[src/video_pkg.sv]
`default_nettype none

package video_pkg;

    // pixel coordinate, wide enough for the whole 800x525 raster
    typedef logic [9:0] coord_t;

    // bits per colour channel
    localparam int CHANNEL_W = 10;

    // packed colour, red in the top bits
    typedef struct packed {
        logic [CHANNEL_W-1:0] red;
        logic [CHANNEL_W-1:0] green;
        logic [CHANNEL_W-1:0] blue;
    } rgb_t;

    // last visible column and row
    localparam coord_t X_MAX = 10'd639;
    localparam coord_t Y_MAX = 10'd479;

    // start of vertical retrace, once per frame
    localparam coord_t REFRESH_X = 10'd0;
    localparam coord_t REFRESH_Y = 10'd491;

    // solid colours, each channel fully on or off
    localparam rgb_t RED    = '{red: {CHANNEL_W{1'b1}}, green: '0, blue: '0};
    localparam rgb_t GREEN  = '{red: '0, green: {CHANNEL_W{1'b1}}, blue: '0};
    localparam rgb_t BLUE   = '{red: '0, green: '0, blue: {CHANNEL_W{1'b1}}};
    localparam rgb_t YELLOW = '{red: {CHANNEL_W{1'b1}}, green: {CHANNEL_W{1'b1}}, blue: '0};
    localparam rgb_t BLACK  = '{red: '0, green: '0, blue: '0};

    // column span shared by every background zone, hi excluded
    localparam coord_t ZONE_X_LO = 10'd32;
    localparam coord_t ZONE_X_HI = 10'd608;

    // row spans of the five zones, lo included, hi excluded
    localparam coord_t TOP_ROAD_Y_LO   = 10'd31;
    localparam coord_t TOP_ROAD_Y_HI   = 10'd68;
    localparam coord_t WATER_Y_LO      = 10'd68;
    localparam coord_t WATER_Y_HI      = 10'd228;
    localparam coord_t UPPER_SAND_Y_LO = 10'd228;
    localparam coord_t UPPER_SAND_Y_HI = 10'd260;
    localparam coord_t STREET_Y_LO     = 10'd260;
    localparam coord_t STREET_Y_HI     = 10'd420;
    localparam coord_t LOWER_SAND_Y_LO = 10'd420;
    localparam coord_t LOWER_SAND_Y_HI = 10'd452;

endpackage

`default_nettype wire
[src/game_pkg.sv]
`default_nettype none

package game_pkg;

    // direction the tank points, also the shell heading
    typedef enum logic [1:0] {
        UP    = 2'd0,
        DOWN  = 2'd1,
        LEFT  = 2'd2,
        RIGHT = 2'd3
    } facing_t;

    // tank square side and speed in pixels per frame
    localparam video_pkg::coord_t TANK_SIZE = 10'd32;
    localparam video_pkg::coord_t TANK_STEP = 10'd1;

    // start corner, left edge of the lower sand band
    localparam video_pkg::coord_t TANK_X_START = 10'd32;
    localparam video_pkg::coord_t TANK_Y_START = 10'd416;

    // play field the tank must stay inside
    localparam video_pkg::coord_t FIELD_LEFT   = 10'd32;
    localparam video_pkg::coord_t FIELD_RIGHT  = 10'd608;
    localparam video_pkg::coord_t FIELD_TOP    = 10'd32;
    localparam video_pkg::coord_t FIELD_BOTTOM = 10'd448;

    // shell square side and speed in pixels per frame
    localparam video_pkg::coord_t SHELL_SIZE = 10'd4;
    localparam video_pkg::coord_t SHELL_STEP = 10'd8;

    // tank corner to shell corner, puts the shell in the tank centre
    localparam video_pkg::coord_t SHELL_OFFSET = TANK_SIZE / 2 - SHELL_SIZE / 2;

    // shell leaves flight once its corner passes these
    localparam video_pkg::coord_t SHELL_X_MIN = 10'd28;
    localparam video_pkg::coord_t SHELL_X_MAX = 10'd607;
    localparam video_pkg::coord_t SHELL_Y_MIN = 10'd28;
    localparam video_pkg::coord_t SHELL_Y_MAX = 10'd447;

    // sprite colours, drawn solid
    localparam video_pkg::rgb_t TANK_COLOR  = video_pkg::GREEN;
    localparam video_pkg::rgb_t SHELL_COLOR = video_pkg::RED;

endpackage

`default_nettype wire

[src/pixel_gen.sv]
`timescale 1ns/100ps
`default_nettype none

module pixel_gen (
    input  wire                       clk_50MHz,
    input  wire                       reset,
    input  wire                       up,
    input  wire                       down,
    input  wire                       left,
    input  wire                       right,
    input  wire                       shot,
    input  wire                       video_on,
    input  wire video_pkg::coord_t    x,
    input  wire video_pkg::coord_t    y,
    output video_pkg::rgb_t           rgb
);

    // high for one clock per frame, start of vertical retrace
    logic              frame_tick;

    // tank state
    video_pkg::coord_t tank_x;
    video_pkg::coord_t tank_y;
    game_pkg::facing_t facing;

    // shell state
    video_pkg::coord_t shell_x;
    video_pkg::coord_t shell_y;
    logic              shell_flying;

    assign frame_tick = (x == video_pkg::REFRESH_X) && (y == video_pkg::REFRESH_Y);

    // buttons move the tank once per frame
    tank_motion tank_motion_i (
        .clk_50MHz  (clk_50MHz),
        .reset      (reset),
        .frame_tick (frame_tick),
        .up         (up),
        .down       (down),
        .left       (left),
        .right      (right),
        .tank_x     (tank_x),
        .tank_y     (tank_y),
        .facing     (facing)
    );

    // shell follows the tank until fired
    shell_motion shell_motion_i (
        .clk_50MHz    (clk_50MHz),
        .reset        (reset),
        .frame_tick   (frame_tick),
        .shot         (shot),
        .tank_x       (tank_x),
        .tank_y       (tank_y),
        .facing       (facing),
        .shell_x      (shell_x),
        .shell_y      (shell_y),
        .shell_flying (shell_flying)
    );

    // combinational colour for the current pixel
    pixel_mixer pixel_mixer_i (
        .video_on     (video_on),
        .x            (x),
        .y            (y),
        .tank_x       (tank_x),
        .tank_y       (tank_y),
        .shell_x      (shell_x),
        .shell_y      (shell_y),
        .shell_flying (shell_flying),
        .rgb          (rgb)
    );

endmodule

`default_nettype wire

[src/pixel_mixer.sv]
`timescale 1ns/100ps
`default_nettype none

module pixel_mixer (
    input  wire                       video_on,
    input  wire video_pkg::coord_t    x,
    input  wire video_pkg::coord_t    y,
    input  wire video_pkg::coord_t    tank_x,
    input  wire video_pkg::coord_t    tank_y,
    input  wire video_pkg::coord_t    shell_x,
    input  wire video_pkg::coord_t    shell_y,
    input  wire                       shell_flying,
    output video_pkg::rgb_t           rgb
);

    // pixel inside the visible area
    logic            visible;

    // shared column span of the background
    logic            in_zone_cols;

    // one flag per coloured band
    logic            water_on;
    logic            upper_sand_on;
    logic            street_on;

    // sprite hits
    logic            tank_on;
    logic            shell_on;

    video_pkg::rgb_t zone_rgb;

    assign visible = video_on && (x <= video_pkg::X_MAX) && (y <= video_pkg::Y_MAX);

    assign in_zone_cols = (x >= video_pkg::ZONE_X_LO) && (x < video_pkg::ZONE_X_HI);

    assign water_on      = in_zone_cols && (y >= video_pkg::WATER_Y_LO) &&
                           (y < video_pkg::WATER_Y_HI);
    assign upper_sand_on = in_zone_cols && (y >= video_pkg::UPPER_SAND_Y_LO) &&
                           (y < video_pkg::UPPER_SAND_Y_HI);
    assign street_on     = in_zone_cols && (y >= video_pkg::STREET_Y_LO) &&
                           (y < video_pkg::STREET_Y_HI);

    // square hit tests, corner included, far side excluded
    assign tank_on  = (x >= tank_x) && (x < tank_x + game_pkg::TANK_SIZE) &&
                      (y >= tank_y) && (y < tank_y + game_pkg::TANK_SIZE);
    assign shell_on = (x >= shell_x) && (x < shell_x + game_pkg::SHELL_SIZE) &&
                      (y >= shell_y) && (y < shell_y + game_pkg::SHELL_SIZE);

    // background colour by band
    always_comb begin
        if (water_on) begin
            zone_rgb = video_pkg::BLUE;
        end else if (upper_sand_on || street_on) begin
            zone_rgb = video_pkg::YELLOW;
        end else begin
            // top road, lower sand, border and off-field area
            zone_rgb = video_pkg::BLACK;
        end
    end

    // blanking first, then tank over shell over background
    always_comb begin
        if (!visible) begin
            rgb = video_pkg::BLACK;
        end else if (tank_on) begin
            rgb = game_pkg::TANK_COLOR;
        end else if (shell_flying && shell_on) begin
            rgb = game_pkg::SHELL_COLOR;
        end else begin
            rgb = zone_rgb;
        end
    end

endmodule

`default_nettype wire

[src/shell_motion.sv]
`timescale 1ns/100ps
`default_nettype none

module shell_motion (
    input  wire                       clk_50MHz,
    input  wire                       reset,
    input  wire                       frame_tick,
    input  wire                       shot,
    input  wire video_pkg::coord_t    tank_x,
    input  wire video_pkg::coord_t    tank_y,
    input  wire game_pkg::facing_t    facing,
    output video_pkg::coord_t         shell_x,
    output video_pkg::coord_t         shell_y,
    output logic                      shell_flying
);

    // idle rides along in the tank, flying moves on its own
    typedef enum logic {
        IDLE   = 1'b0,
        FLYING = 1'b1
    } state_t;

    state_t            state;
    state_t            state_next;

    // heading latched at the shot
    game_pkg::facing_t dir;
    game_pkg::facing_t dir_next;

    // corner after one step along dir
    video_pkg::coord_t step_x;
    video_pkg::coord_t step_y;
    logic              step_out;

    video_pkg::coord_t x_next;
    video_pkg::coord_t y_next;

    // one step in the stored direction
    always_comb begin
        step_x = shell_x;
        step_y = shell_y;
        case (dir)
            game_pkg::UP:    step_y = shell_y - game_pkg::SHELL_STEP;
            game_pkg::DOWN:  step_y = shell_y + game_pkg::SHELL_STEP;
            game_pkg::LEFT:  step_x = shell_x - game_pkg::SHELL_STEP;
            default:         step_x = shell_x + game_pkg::SHELL_STEP;
        endcase
    end

    // stepped corner past any exit limit ends the flight
    assign step_out = (step_x < game_pkg::SHELL_X_MIN) || (step_x > game_pkg::SHELL_X_MAX) ||
                      (step_y < game_pkg::SHELL_Y_MIN) || (step_y > game_pkg::SHELL_Y_MAX);

    always_comb begin
        state_next = state;
        dir_next   = dir;
        x_next     = shell_x;
        y_next     = shell_y;
        case (state)
            IDLE: begin
                // parked at the tank centre
                x_next = tank_x + game_pkg::SHELL_OFFSET;
                y_next = tank_y + game_pkg::SHELL_OFFSET;
                if (shot) begin
                    state_next = FLYING;
                    dir_next   = facing;
                end
            end
            default: begin
                // left at the exit point, next idle tick re-centres it
                x_next = step_x;
                y_next = step_y;
                if (step_out) begin
                    state_next = IDLE;
                end
            end
        endcase
    end

    // one update per frame tick
    always_ff @(posedge clk_50MHz or negedge reset) begin
        if (!reset) begin
            state   <= IDLE;
            dir     <= game_pkg::UP;
            shell_x <= game_pkg::TANK_X_START + game_pkg::SHELL_OFFSET;
            shell_y <= game_pkg::TANK_Y_START + game_pkg::SHELL_OFFSET;
        end else if (frame_tick) begin
            state   <= state_next;
            dir     <= dir_next;
            shell_x <= x_next;
            shell_y <= y_next;
        end
    end

    assign shell_flying = (state == FLYING);

endmodule

`default_nettype wire

[src/tank_motion.sv]
`timescale 1ns/100ps
`default_nettype none

module tank_motion (
    input  wire                       clk_50MHz,
    input  wire                       reset,
    input  wire                       frame_tick,
    input  wire                       up,
    input  wire                       down,
    input  wire                       left,
    input  wire                       right,
    output video_pkg::coord_t         tank_x,
    output video_pkg::coord_t         tank_y,
    output game_pkg::facing_t         facing
);

    // far edges of the tank square
    video_pkg::coord_t tank_right;
    video_pkg::coord_t tank_bottom;

    // one step in that direction keeps the tank in the field
    logic can_up;
    logic can_down;
    logic can_left;
    logic can_right;

    // values loaded at the next frame tick
    video_pkg::coord_t x_next;
    video_pkg::coord_t y_next;
    game_pkg::facing_t facing_next;

    assign tank_right  = tank_x + game_pkg::TANK_SIZE - 10'd1;
    assign tank_bottom = tank_y + game_pkg::TANK_SIZE - 10'd1;

    // field limit checks, one per direction
    assign can_up    = tank_y > (game_pkg::FIELD_TOP + game_pkg::TANK_STEP);
    assign can_down  = tank_bottom < (game_pkg::FIELD_BOTTOM - game_pkg::TANK_STEP);
    assign can_left  = tank_x >= (game_pkg::FIELD_LEFT + game_pkg::TANK_STEP);
    assign can_right = tank_right < (game_pkg::FIELD_RIGHT - game_pkg::TANK_STEP);

    // first pressed button wins, up > down > left > right
    // facing follows the button even when blocked
    always_comb begin
        x_next      = tank_x;
        y_next      = tank_y;
        facing_next = facing;
        if (up) begin
            facing_next = game_pkg::UP;
            if (can_up) begin
                y_next = tank_y - game_pkg::TANK_STEP;
            end
        end else if (down) begin
            facing_next = game_pkg::DOWN;
            if (can_down) begin
                y_next = tank_y + game_pkg::TANK_STEP;
            end
        end else if (left) begin
            facing_next = game_pkg::LEFT;
            if (can_left) begin
                x_next = tank_x - game_pkg::TANK_STEP;
            end
        end else if (right) begin
            facing_next = game_pkg::RIGHT;
            if (can_right) begin
                x_next = tank_x + game_pkg::TANK_STEP;
            end
        end
    end

    // position and facing move once per frame
    always_ff @(posedge clk_50MHz or negedge reset) begin
        if (!reset) begin
            tank_x <= game_pkg::TANK_X_START;
            tank_y <= game_pkg::TANK_Y_START;
            facing <= game_pkg::UP;
        end else if (frame_tick) begin
            tank_x <= x_next;
            tank_y <= y_next;
            facing <= facing_next;
        end
    end

endmodule

`default_nettype wire

[config.mk]
export PLATFORM = sky130hd
export DESIGN_NAME = pixel_gen
export DESIGN_NICKNAME = d
export VERILOG_FILES = /design/src/video_pkg.sv /design/src/game_pkg.sv /design/src/pixel_gen.sv /design/src/pixel_mixer.sv /design/src/shell_motion.sv /design/src/tank_motion.sv
export SDC_FILE = /design/constraint.sdc
export NUM_CORES = 1
export LEC_CHECK = 0
export BUFFER_PORTS_ARGS = -buffer_cell sky130_fd_sc_hd__buf_4
export CAP_MARGIN = 20
export CORE_MARGIN = 2
export CORE_UTILIZATION = 60
export DETAILED_ROUTE_END_ITERATION = 12
export GPL_ROUTABILITY_DRIVEN = 0
export PLACE_DENSITY = 0.85
export RECOVER_POWER = 100
export SYNTH_ARGS = -nofsm -noshare
export SYNTH_HDL_FRONTEND = slang
export SYNTH_SLANG_ARGS = --single-unit
[constraint.sdc]
create_clock -name clk_50MHz -period 4.8 [get_ports clk_50MHz]
set_input_delay 0.96 -clock clk_50MHz [delete_from_list [all_inputs] [get_ports clk_50MHz]]
set_output_delay 0.96 -clock clk_50MHz [all_outputs]
set_load 0.05 [all_outputs]
==> results.md, run 1 <==
* Outcome: finished, violations left
* Failing checks: capacitance limit, slew limit
* Critical path cell sequence: ha_1 > nand3_2 > xnor2_1 > ha_1 > nand4_1 > o2111ai_1 > a221oi_1 > o211ai_1 > o41ai_2 > a21oi_1 > buf_4 > clkbuf_4
* Clock latency reported for the late side of the worst-skew pair at 310 ps
* Number of max-slew violations in the final report at 56
* # Post-CTS Setup Buffers at 0
* Overall die width at 104 um
* Clock buffers created by TritonCTS at 5
* DRC violation total after the first TritonRoute iteration at 441
* Unrepaired setup endpoints after global routing: false
* Quantity of hold-fixing buffers added after cts at 0
* Most frequent cells in the layout: 95 x ha_1, 58 x inv_1, 52 x a21oi_1
* Crit-path most repeated cell: ha_1
* Pin slew with the least headroom to its limit at 2620 ps
* Peak clock frequency supported by timing at around 220 MHz
* R2R Path End: tank_motion_i.tank_x[4]
* Final setup skew at roughly 11 ps
* Data required, critical path at between 3000 and 4000 ps
* Area share of the leading cell type in the synthesized netlist at roughly a fifth
* Via count of the first global-routing pass at 5669
* Post-synthesis register bit count at 45
* First-pass detailed-route iteration total at 5
* CP bufs+invs at 2
* Synth area leaders: ha_1 20%, dfrtp_1 13%, xnor2_1 6.6%, dfstp_2 6.1%, a21oi_1 4.3%
* Final-layout setup total negative slack at 0 ps
* Placeable Area at 0.00973 mm2
* TritonCTS clock tree: done
* Fin. Hold Viols at 0
* IO Count at between 50 and 60
* Number of flops mapped to enable cells by yosys at 0
* Number of stages on the worst hold path at 2
* Area added between synthesis and finish at 5.38%
* Number of placed instances with taps included at around 900
* DPL Wire Length at 12.7 mm
* Count of input and output buffers at 57
* Synth Warn # at 0
* Top fanout value on the critical path at 10
* Minimum period implied by the final worst setup slack at about 4600 ps
* Initial antenna violation count at 0
* DRC viols at 0
* Clk network pwr share at a little under a third
* Antenna violation net count after detailed routing at 0
* Crit Reg-Reg Startpoint: tank_motion_i.tank_x[1]
* Cell area after technology mapping at roughly 0.006 mm2
* Areal power density over the cells at 129 mW/mm2
* Number of antenna diodes at 0
* Final setup violation count at 0
* Post-Route WL at 16.1 mm
* Worst Hold Path EP: shell_motion_i.shell_x[1]
* Total Routing Usage GR at 29.7%
* Max Cap Viol at 2
* Starting utilization of the core area at 61.7%
* Buffers from clock root to sink, at most at 2
* Clock Sink Count at 45
* Maximum cell stage delay along the critical path at 660 ps
* Number of nets in the layout at 880
* Beginning of the worst hold path: shell_motion_i.shell_x[1]
* Instance count of the mapped netlist at between 700 and 800
* Maximum resistive drop on vdd at ~100 uV
* Most common library cell in the layout ignoring fill and taps: ha_1
* P_leak at ~3.0 nW
* Signal arrival time at the worst endpoint at ~3600 ps
* Proportion of power drawn by combinational gates at a little under a quarter
* NetSw at 0.258 mW
* H-tree lvl count at 2
* Global-route wire length before repair at 26.6 mm
* Largest delay contributor family on the critical path: compound AO/OA/AOI/OAI gates
* Wire length per cell at around 18 um
* Distinct cell type count of the synthesized netlist at 71
* Clock slew seen by the registers of the worst setup and hold paths at 100 ps
* Part of the cycle the worst path needs at 95.0%
* Clock root buffer: clkbuf_8
* Most frequently used flop master after synthesis: dfrtp_1
* Height of the chip at roughly 100 um
* Sort of element at the end of the critical path: output pin
* Fraction of layout cells with a size suffix above 1 at a little under an eighth
* Synthesized area divided by synthesized cell count at 8.15 um2
* Switching fraction of total power at 31.7%
* Net Count, Synth at 862
* Headroom to the max-slew limit at -74.4%
* Sequential cell area fraction in the yosys report at 19.1%
* FFs w/ async S/R, synth at between 90% and 100%
* Power share of the sequential group at 46.6%
* Slowest CP cell: dfstp_2
* Fin cells at 888
* Crit Path Class: flip-flop to output pin
* Maximum number of pins on one net before global-route repair at 46
* Total via count after detailed routing at between 5000 and 6000
* R2R cell count at 9
* Die area at 0.0108 mm2
* FP Rows at 36
* Flop-to-flop setup slack at 1010 ps
* Post-route total power at roughly 0.8 mW
* Cell internal power dissipation at 0.555 mW
* Critical Path Source Type: flip-flop
* Worst hold path type: flip-flop to flip-flop
* Post-synth top area cell: ha_1
* Via count normalized by instance count at 6.44
* Overall overflow remaining after global route at 0
## Yosys cell counts (22+ instances only)
library cell	n
buf_4	29
nand2_1	49
ha_1	95
a21oi_1	52
dfrtp_1	31
o21ai_0	44
nand3_1	25
xnor2_1	45
nor2_1	38
nor3_1	22
inv_1	58
a21o_1	22
## flip-flops by register name, indices dropped and copies added (netlist names)
| signal | flops |
|---|---|
| shell_motion_i.dir | 2 |
| shell_motion_i.shell_flying | 1 |
| shell_motion_i.shell_x | 10 |
| tank_motion_i.tank_y | 10 |
| tank_motion_i.tank_x | 10 |
| shell_motion_i.shell_y | 10 |
| tank_motion_i.facing | 2 |
## power groups by stage
| stage | Sequential [mW] | Clock, mW | Combinational [mW] |
|---|---|---|---|
| CTS | 0.380 | 0.251 | 0.184 |
| floorplan | 0.387 | 0 | 0.113 |
| detailed placement | 0.386 | 0 | 0.183 |
| global route | 0.380 | 0.263 | 0.204 |
| finish | 0.379 | 0.250 | 0.184 |
| global placement | 0.386 | 0 | 0.174 |
## final cells by class
class,count,area [um2]
Multi-Input combinational cell,582,4320
Fill cell,874,3410
Sequential cell,45,1140
Timing Repair Buffer,60,382
Inverter,60,225
Tap cell,133,166
Clock buffer,7,76.3
Clock inverter,1,7.51
## cell families after synthesis
logic type	synth area share, %
AOI/OAI and AO/OA	21.7
muxes	3.02
xor gates and xnor gates	8.76
DFF	19.1
and+or+nand+nor	17.5
buffers and inverters	9.09
adders and majority gates	20.8
## tightest hold or removal path, delay by kind of cell (launching register included)
kind / cells / cell delay, ps
flip-flops: 1 / 380
AO/OA/AOI/OAI: 1 / 60
AND/OR/NAND/NOR: 1 / 40
## through the flow
| stage | hold slack [ps] | cell area [um2] | utilization [%] | setup slack (ps) |
|---|---|---|---|---|
| CTS | 490 | 6380 | 65.6 | 210 |
| global placement | 471 | 6300 | 64.8 | 444 |
| global route | 497 | 6320 | 65.0 | 50.1 |
| detailed placement | 476 | 6300 | 64.8 | 260 |
| floorplan | 454 | 6000 | - | 26.6 |
| finish | 488 | 6320 | 65.0 | 238 |
## layer usage
metal	GRT usage (%)	up-vias	share of wire (%)
li1	-	2703	-
met1	37.7	2720	42
met2	51.0	243	48
met3	4.26	57	6.7
met4	11.1	0	3.3
met5	0	-	0
## how the worst max path moves through the flow
stage,start,endpoint,slack [ps],depth (start not counted)
finish,tank_motion_i.tank_y[5],rgb[28],240,12
global route,shell_motion_i.shell_y[2],rgb[21],50,13
CTS,tank_motion_i.tank_y[5],rgb[29],210,12
detailed placement,x[8],rgb[9],260,9
global placement,x[8],rgb[9],440,9
floorplan,shell_motion_i.shell_x[3],rgb[21],30,13
## what timing repair did
item,CTS,global route
resized for setup,0,3
hold endpoints to repair,0,0
setup endpoints to repair,0,30
(Power assumes the default switching activity.)
==> run 2: changes to the inputs <==
--- a/config.mk
+++ b/config.mk
@@ -12,5 +12,6 @@
 export DETAILED_ROUTE_END_ITERATION = 12
 export GPL_ROUTABILITY_DRIVEN = 0
-export PLACE_DENSITY = 0.85
+export MAX_ROUTING_LAYER = met4
+export PLACE_DENSITY = 0.81
 export RECOVER_POWER = 100
 export SYNTH_ARGS = -nofsm -noshare
==> constraint.sdc (replaced) <==
create_clock -name clk_50MHz -period 4.8 [get_ports clk_50MHz]
set_input_delay 0 -clock clk_50MHz [delete_from_list [all_inputs] [get_ports clk_50MHz]]
set_output_delay 0 -clock clk_50MHz [all_outputs]
set_load 0.05 [all_outputs]
==> run 2 against run 1 <==
  * The run still ends with capacitance limit, slew limit left
  * Via count fell by 2.3%
  * Combinational power hardly changed
  * Clock-buffer cell count unchanged
  * Sequential power about the same
  * Wire length is 2.6% lower
  * Cell area is 0.67% lower
  * Largest cell class unchanged
  * Largest power group unchanged
  * Highest routed layer unchanged
==> results.md, run 2 (synthesized netlist as in run 1, its figures left out) <==
* Post-route cell area at 0.00628 mm2 (-0.67%)
* Minimum period implied by the final worst setup slack at 4080 ps (-481 ps)
* Wire length per cell at 17.7 um (-2.6%)
* R2R cell count at 9 (unchanged)
* Worst slack at placement at 1260 ps (+1000 ps)
* Number of nets in the layout at 880 (unchanged)
* Number of placed instances with taps included at 877 (-0.34%)
* Metal-1 WL at 6.84 mm (+0.77%)
* Largest delay contributor family on the critical path: compound AO/OA/AOI/OAI gates
* Crit-path most repeated cell: nor3_1
* Via count normalized by instance count at 6.30 (-2.3%)
* Fin cells at 888 (unchanged)
* Critical Path Stages at 9 (-3)
* Via count of the first global-routing pass at 5432 (-4.2%)
* Starting utilization of the core area at 61.7% (unchanged)
* DRC viols at 0 (unchanged)
* Filler cells at 905 (+3.5%)
* Number of stages on the worst hold path at 3 (+1)
* CP bufs+invs at 2 (unchanged)
* Number of max-slew violations in the final report at 56 (unchanged)
* Areal power density over the cells at 139 mW/mm2 (+8.0%)
* Signal arrival time at the worst endpoint at 4080 ps (+480 ps)
* Overall overflow remaining after global route at 0 (unchanged)
* Post-route total power at 0.873 mW (+7.3%)
* DPL Wire Length at 12.3 mm (-3.0%)
* Count of input and output buffers at 57 (unchanged)
* TritonCTS clock tree: done
* Data required, critical path at 4800 ps (+960 ps)
* Routed wl met3 at 1.06 mm (-2.5%)
* Maximum number of pins on one net before global-route repair at 46 (unchanged)
* Number of antenna diodes at 0 (unchanged)
* Clock Sink Count at 45 (unchanged)
* Part of the cycle the worst path needs at 85.0% (-10 points)
* Post-Place Cell Area at 0.00627 mm2 (-0.44%)
* Met2 wirelength from detailed routing at 7.42 mm (-3.8%)
* Crit Path Class: flip-flop to output pin
* Final core utilization at 64.5% (-0.44 points)
* Highest routed layer: met4
* Clock latency reported for the late side of the worst-skew pair at 310 ps (about the same)
* Slowest CP cell: a2111oi_0
* Post-route worst hold slack at 26.0 ps (-462 ps)
* Most frequent cells in the layout: 95 x ha_1, 58 x inv_1, 52 x a21oi_1
* Maximum resistive drop on vdd at 98.0 uV (-5.5%)
* Most common library cell in the layout ignoring fill and taps: ha_1
* Top fanout value on the critical path at 10 (unchanged)
* Maximum cell stage delay along the critical path at 730 ps (+70 ps)
* Antenna violation net count after detailed routing at 0 (unchanged)
* Critical Path Source Type: flip-flop
* Total via count after detailed routing at 5591 (-2.3%)
* Unrepaired setup endpoints after global routing: false
* Worst Setup Slack, final at 718 ps (+481 ps)
* First-pass detailed-route iteration total at 5 (unchanged)
* Initial antenna violation count at 0 (unchanged)
* Post-Route WL at 15.7 mm (-2.6%)
* Peak clock frequency supported by timing at 245 MHz (+12%)
* H-tree lvl count at 2 (unchanged)
* Placeable Area at 0.00973 mm2 (unchanged)
* Clock root buffer: clkbuf_8
* Fin. Hold Viols at 0 (unchanged)
* Max Cap Viol at 2 (unchanged)
* Clock slew seen by the registers of the worst setup and hold paths at 90 ps (about the same)
* IO Count at 58 (unchanged)
* Final setup violation count at 0 (unchanged)
* Height of the chip at 104 um (unchanged)
* Overall die width at 104 um (unchanged)
* Area added between synthesis and finish at 4.67%
* Outcome: finished, violations left
* P_leak at 2.88 nW (-3.5%)
* Total Routing Usage GR at 30.6% (+0.89 points)
* Final-layout setup total negative slack at 0 ps (unchanged)
* FP Rows at 36 (unchanged)
* Die area at 0.0108 mm2 (unchanged)
* Final setup skew at 4.81 ps (-6.13 ps)
* Critical path cell sequence: clkinv_1 > ha_1 > a2111oi_0 > nand2_1 > a41o_1 > nor3_1 > o41ai_1 > nor3_1 > clkbuf_1
* Failing checks: capacitance limit, slew limit
* Pin slew with the least headroom to its limit at 2670 ps (+53.6 ps)
* Headroom to the max-slew limit at -78.0% (-3.6 points)
* Worst hold path type: input port to flip-flop
* Global-route wire length before repair at 26.4 mm (-0.90%)
* PostCTS Resize Cnt at 0 (unchanged)
* Sort of element at the end of the critical path: output pin
* Fraction of layout cells with a size suffix above 1 at 7.28% (-4.5 points)
* Clock buffers created by TritonCTS at 5 (unchanged)
* DRC violation total after the first TritonRoute iteration at 447 (+1.4%)
* Buffers from clock root to sink, at most at 2 (unchanged)
## run 2: worst paths after layout
check	slack, ps	start	end
setup / recovery	720	tank_motion_i.tank_x[9]	rgb[1]
hold / removal	30	shot	shell_motion_i.shell_flying
setup reg to reg	1120	tank_motion_i.tank_x[1]	tank_motion_i.tank_x[4]
hold reg to reg	490	shell_motion_i.shell_y[1]	shell_motion_i.shell_y[1]
max in group asynchronous	2230	reset	shell_motion_i.shell_y[9]
min in group asynchronous	1070	reset	shell_motion_i.shell_x[7]
## run 2: layout make-up
type	instances	area, um2	share of cell area [%]
multi-input combinational	582	4300	68.4
sequential	45	1140	18.2
timing repair buffer	60	332	5.28
inverter	60	225	3.59
tap	133	166	2.65
clock buffer	7	86.3	1.37
clock inverter	1	30.0	0.478
## run 2: what timing repair did
item	in CTS	in global routing
hold endpoints to repair	32	0
hold buffers	2	0
buffers inserted	0	0
## run 2: power breakdown
part	internal, mW	switching (mW)
clock	0.170	0.141
sequential	0.379	0.0000274
combinational	0.0713	0.111
total	0.621	0.252
## run 2: tightest hold or removal path: stages
cell and delay (ps):
buf_4 70, nand2_1 110, o211ai_1 120
## run 2: metal layers
layer / vias to the layer above / track usage (%)
met3: 42 / 3.57
li1: 2694 / -
met4: 0 / 8.01
met2: 216 / 50.9
met5: - / -
met1: 2639 / 39.6
==> run 3: changes to the inputs <==
Settings changed: CORE_UTILIZATION 60 to 56, PLACE_DENSITY 0.81 to 0.79.
Clock period 4.8 ns to 3.47 ns, I/O delays scaled along.
==> run 3 against run 2 <==
  * The run still ends with capacitance limit, slew limit left
  * Sequential share of layout area decreased by 1.1 points
  * Worst hold slack got worse by 20 ps
  * Die area is 6.9% higher
  * Sequential cell count unchanged
  * Sequential power is 39% higher
  * Critical path type unchanged
  * Largest power group unchanged
==> results.md, run 3 (synthesized netlist as in run 1, its figures left out) <==
* DRC violation total after the first TritonRoute iteration at 620 (+39%)
* Crit Path Class: flip-flop to output pin
* TritonCTS clock tree: done
* Number of antenna diodes at 0 (unchanged)
* CP bufs+invs at 1 (-1)
* Placeable Area at 0.0104 mm2 (+6.6%)
* DPL Wire Length at 13.0 mm (+5.9%)
* FP Rows at 37 (+2.8%)
* Routed wl met3 at 1.11 mm (+4.4%)
* Headroom to the max-slew limit at -81.9% (-3.9 points)
* Final setup skew at 8.10 ps (+3.29 ps)
* Worst slack at placement at 243 ps (-1020 ps)
* Maximum cell stage delay along the critical path at 630 ps (-100 ps)
* Max Cap Viol at 1 (-1)
* Post-route cell area at 0.00671 mm2 (+6.8%)
* Total Routing Usage GR at 30.2% (-0.36 points)
* Signal arrival time at the worst endpoint at 3410 ps (-670 ps)
* Total via count after detailed routing at 5725 (+2.4%)
* Clock Sink Count at 45 (unchanged)
* Fin. Hold Viols at 0 (unchanged)
* Post-route total power at 1.23 mW (+41%)
* Most common library cell in the layout ignoring fill and taps: ha_1
* Part of the cycle the worst path needs at 98.4%
* Worst hold path type: input port to flip-flop
* Clock root buffer: clkbuf_8
* First-pass detailed-route iteration total at 5 (unchanged)
* Largest delay contributor family on the critical path: simple AND/OR/NAND/NOR gates
* Height of the chip at 108 um (+3.4%)
* Overall die width at 108 um (+3.4%)
* Starting utilization of the core area at 57.9% (-3.8 points)
* Failing checks: capacitance limit, slew limit
* Maximum resistive drop on vdd at 149 uV (+52%)
* Data required, critical path at 3470 ps (-1330 ps)
* Initial antenna violation count at 0 (unchanged)
* Maximum number of pins on one net before global-route repair at 46 (unchanged)
* IO Count at 58 (unchanged)
* Number of nets in the layout at 900 (+2.3%)
* Post-Place Cell Area at 0.00636 mm2 (+1.4%)
* NetSw at 0.360 mW (+43%)
* Outcome: finished, violations left
* Count of input and output buffers at 57 (unchanged)
* Fraction of layout cells with a size suffix above 1 at 16.5% (+9.2 points)
* DRC viols at 0 (unchanged)
* Critical path cell sequence: ha_4 > nand3_2 > nor3_2 > xnor2_1 > ha_1 > a21o_1 > a211oi_2 > nand3_1 > or4_4 > a21oi_4 > buf_6
* Proportion of power drawn by combinational gates at 21.8% (+0.9 points)
* Via count of the first global-routing pass at 5525 (+1.7%)
* Slowest CP cell: dfstp_2
* Seq. cell area at 0.00115 mm2 (+0.22%)
* Minimum period implied by the final worst setup slack at ~3400 ps
* Overall overflow remaining after global route at 0 (unchanged)
* Highest routed layer: met4
* Post-route worst hold slack at 5.94 ps (-20.1 ps)
* Metal-1 WL at 7.45 mm (+8.9%)
* Pin slew with the least headroom to its limit at 2730 ps (+57.9 ps)
* Number of max-slew violations in the final report at 46 (-18%)
* H-tree lvl count at 2 (unchanged)
* Wire length per cell at 18.8 um (+6.2%)
* Peak clock frequency supported by timing at 293 MHz
* Die area at 0.0116 mm2 (+6.9%)
* P_leak at 3.11 nW (+8.2%)
* Via count normalized by instance count at 6.28 (-0.19%)
* Critical Path Source Type: flip-flop
* Switching fraction of total power at 29.3% (+0.43 points)
* Antenna violation net count after detailed routing at 0 (unchanged)
* Top fanout value on the critical path at 7 (-3)
* Post-Route WL at 17.1 mm (+9.0%)
* Combined area of the multi-input logic cells at 0.00444 mm2 (+3.4%)
* Areal power density over the cells at 183 mW/mm2 (+32%)
* Final core utilization at 64.7% (+0.14 points)
* Clock buffers created by TritonCTS at 5 (unchanged)
* Sort of element at the end of the critical path: output pin
* Worst Setup Slack, final at 55.8 ps (-663 ps)
* Clock slew seen by the registers of the worst setup and hold paths at 100 ps (about the same)
* Most frequent cells in the layout: 92 x ha_1, 69 x buf_4, 58 x inv_1
* Filler cells at 854 (-5.6%)
* Cell internal power dissipation at 0.867 mW (+40%)
* Clk network pwr share at 35.4% (-0.2 points)
* Power share of the sequential group at 42.8% (-0.7 points)
* Met2 wirelength from detailed routing at 8.13 mm (+9.6%)
* Clock latency reported for the late side of the worst-skew pair at 310 ps (about the same)
* Global-route wire length before repair at 27.3 mm (+3.3%)
* Buffers from clock root to sink, at most at 2 (unchanged)
* Area added between synthesis and finish at 11.8%
* Final setup violation count at 0 (unchanged)
run 3: power groups by stage:
stage / logic (mW) / registers [mW] / clock network [mW]
after floorplan: 0.157 / 0.535 / 0
after global placement: 0.244 / 0.535 / 0
after detailed placement: 0.256 / 0.535 / 0
after CTS: 0.260 / 0.525 / 0.436
after global routing: 0.295 / 0.525 / 0.458
final: 0.268 / 0.525 / 0.434
run 3: path summary, 6_finish.rpt:
path                                            from                     endpoint  slack, ps  cells past startpoint
max                        shell_motion_i.shell_y[3]                      rgb[26]         60                     11
min                                             shot  shell_motion_i.shell_flying          6                      3
max reg2reg                    shell_motion_i.dir[1]  shell_motion_i.shell_flying        410                     11
min reg2reg                shell_motion_i.shell_x[1]    shell_motion_i.shell_x[1]        500                      2
max in group asynchronous                      reset    shell_motion_i.shell_y[4]        630                      2
min in group asynchronous                      reset    shell_motion_i.shell_y[9]       1110                      2
run 3: metal layers:
layer | up-vias | track usage (%)
met3 | 53 | 3.87
met4 | 0 | 7.14
met1 | 2693 | 39.2
li1 | 2734 | -
met5 | - | -
met2 | 245 | 50.3
run 3: layout make-up:
cell class,count,share of cell area (%)
clock buffer,7,1.29
inverter,60,3.36
multi-input combinational,583,66.3
sequential,45,17.1
clock inverter,1,0.448
timing repair buffer,79,9.03
tap,136,2.54
run 3: timing repair:
| item | in CTS | in global routing |
|---|---|---|
| setup buffers | 0 | 10 |
| endpoints found under the hold margin | 32 | 0 |
| hold buffers | 2 | 0 |
| pin swaps | 0 | 8 |
| gates resized for setup | 5 | 23 |
| cloned | 0 | 1 |
| endpoints found under the setup margin | 30 | 30 |
run 3: metrics by stage:
stage               instances  setup TNS (ps)
global placement          890               0
finish                    911               0
CTS                       900               0
detailed placement        890               0
floorplan                 736           -99.6
global route              911            -493
run 3: worst min-delay path, stage by stage:
cell and delay, ps:
buf_4 80, nand2_1 90, o211ai_1 110
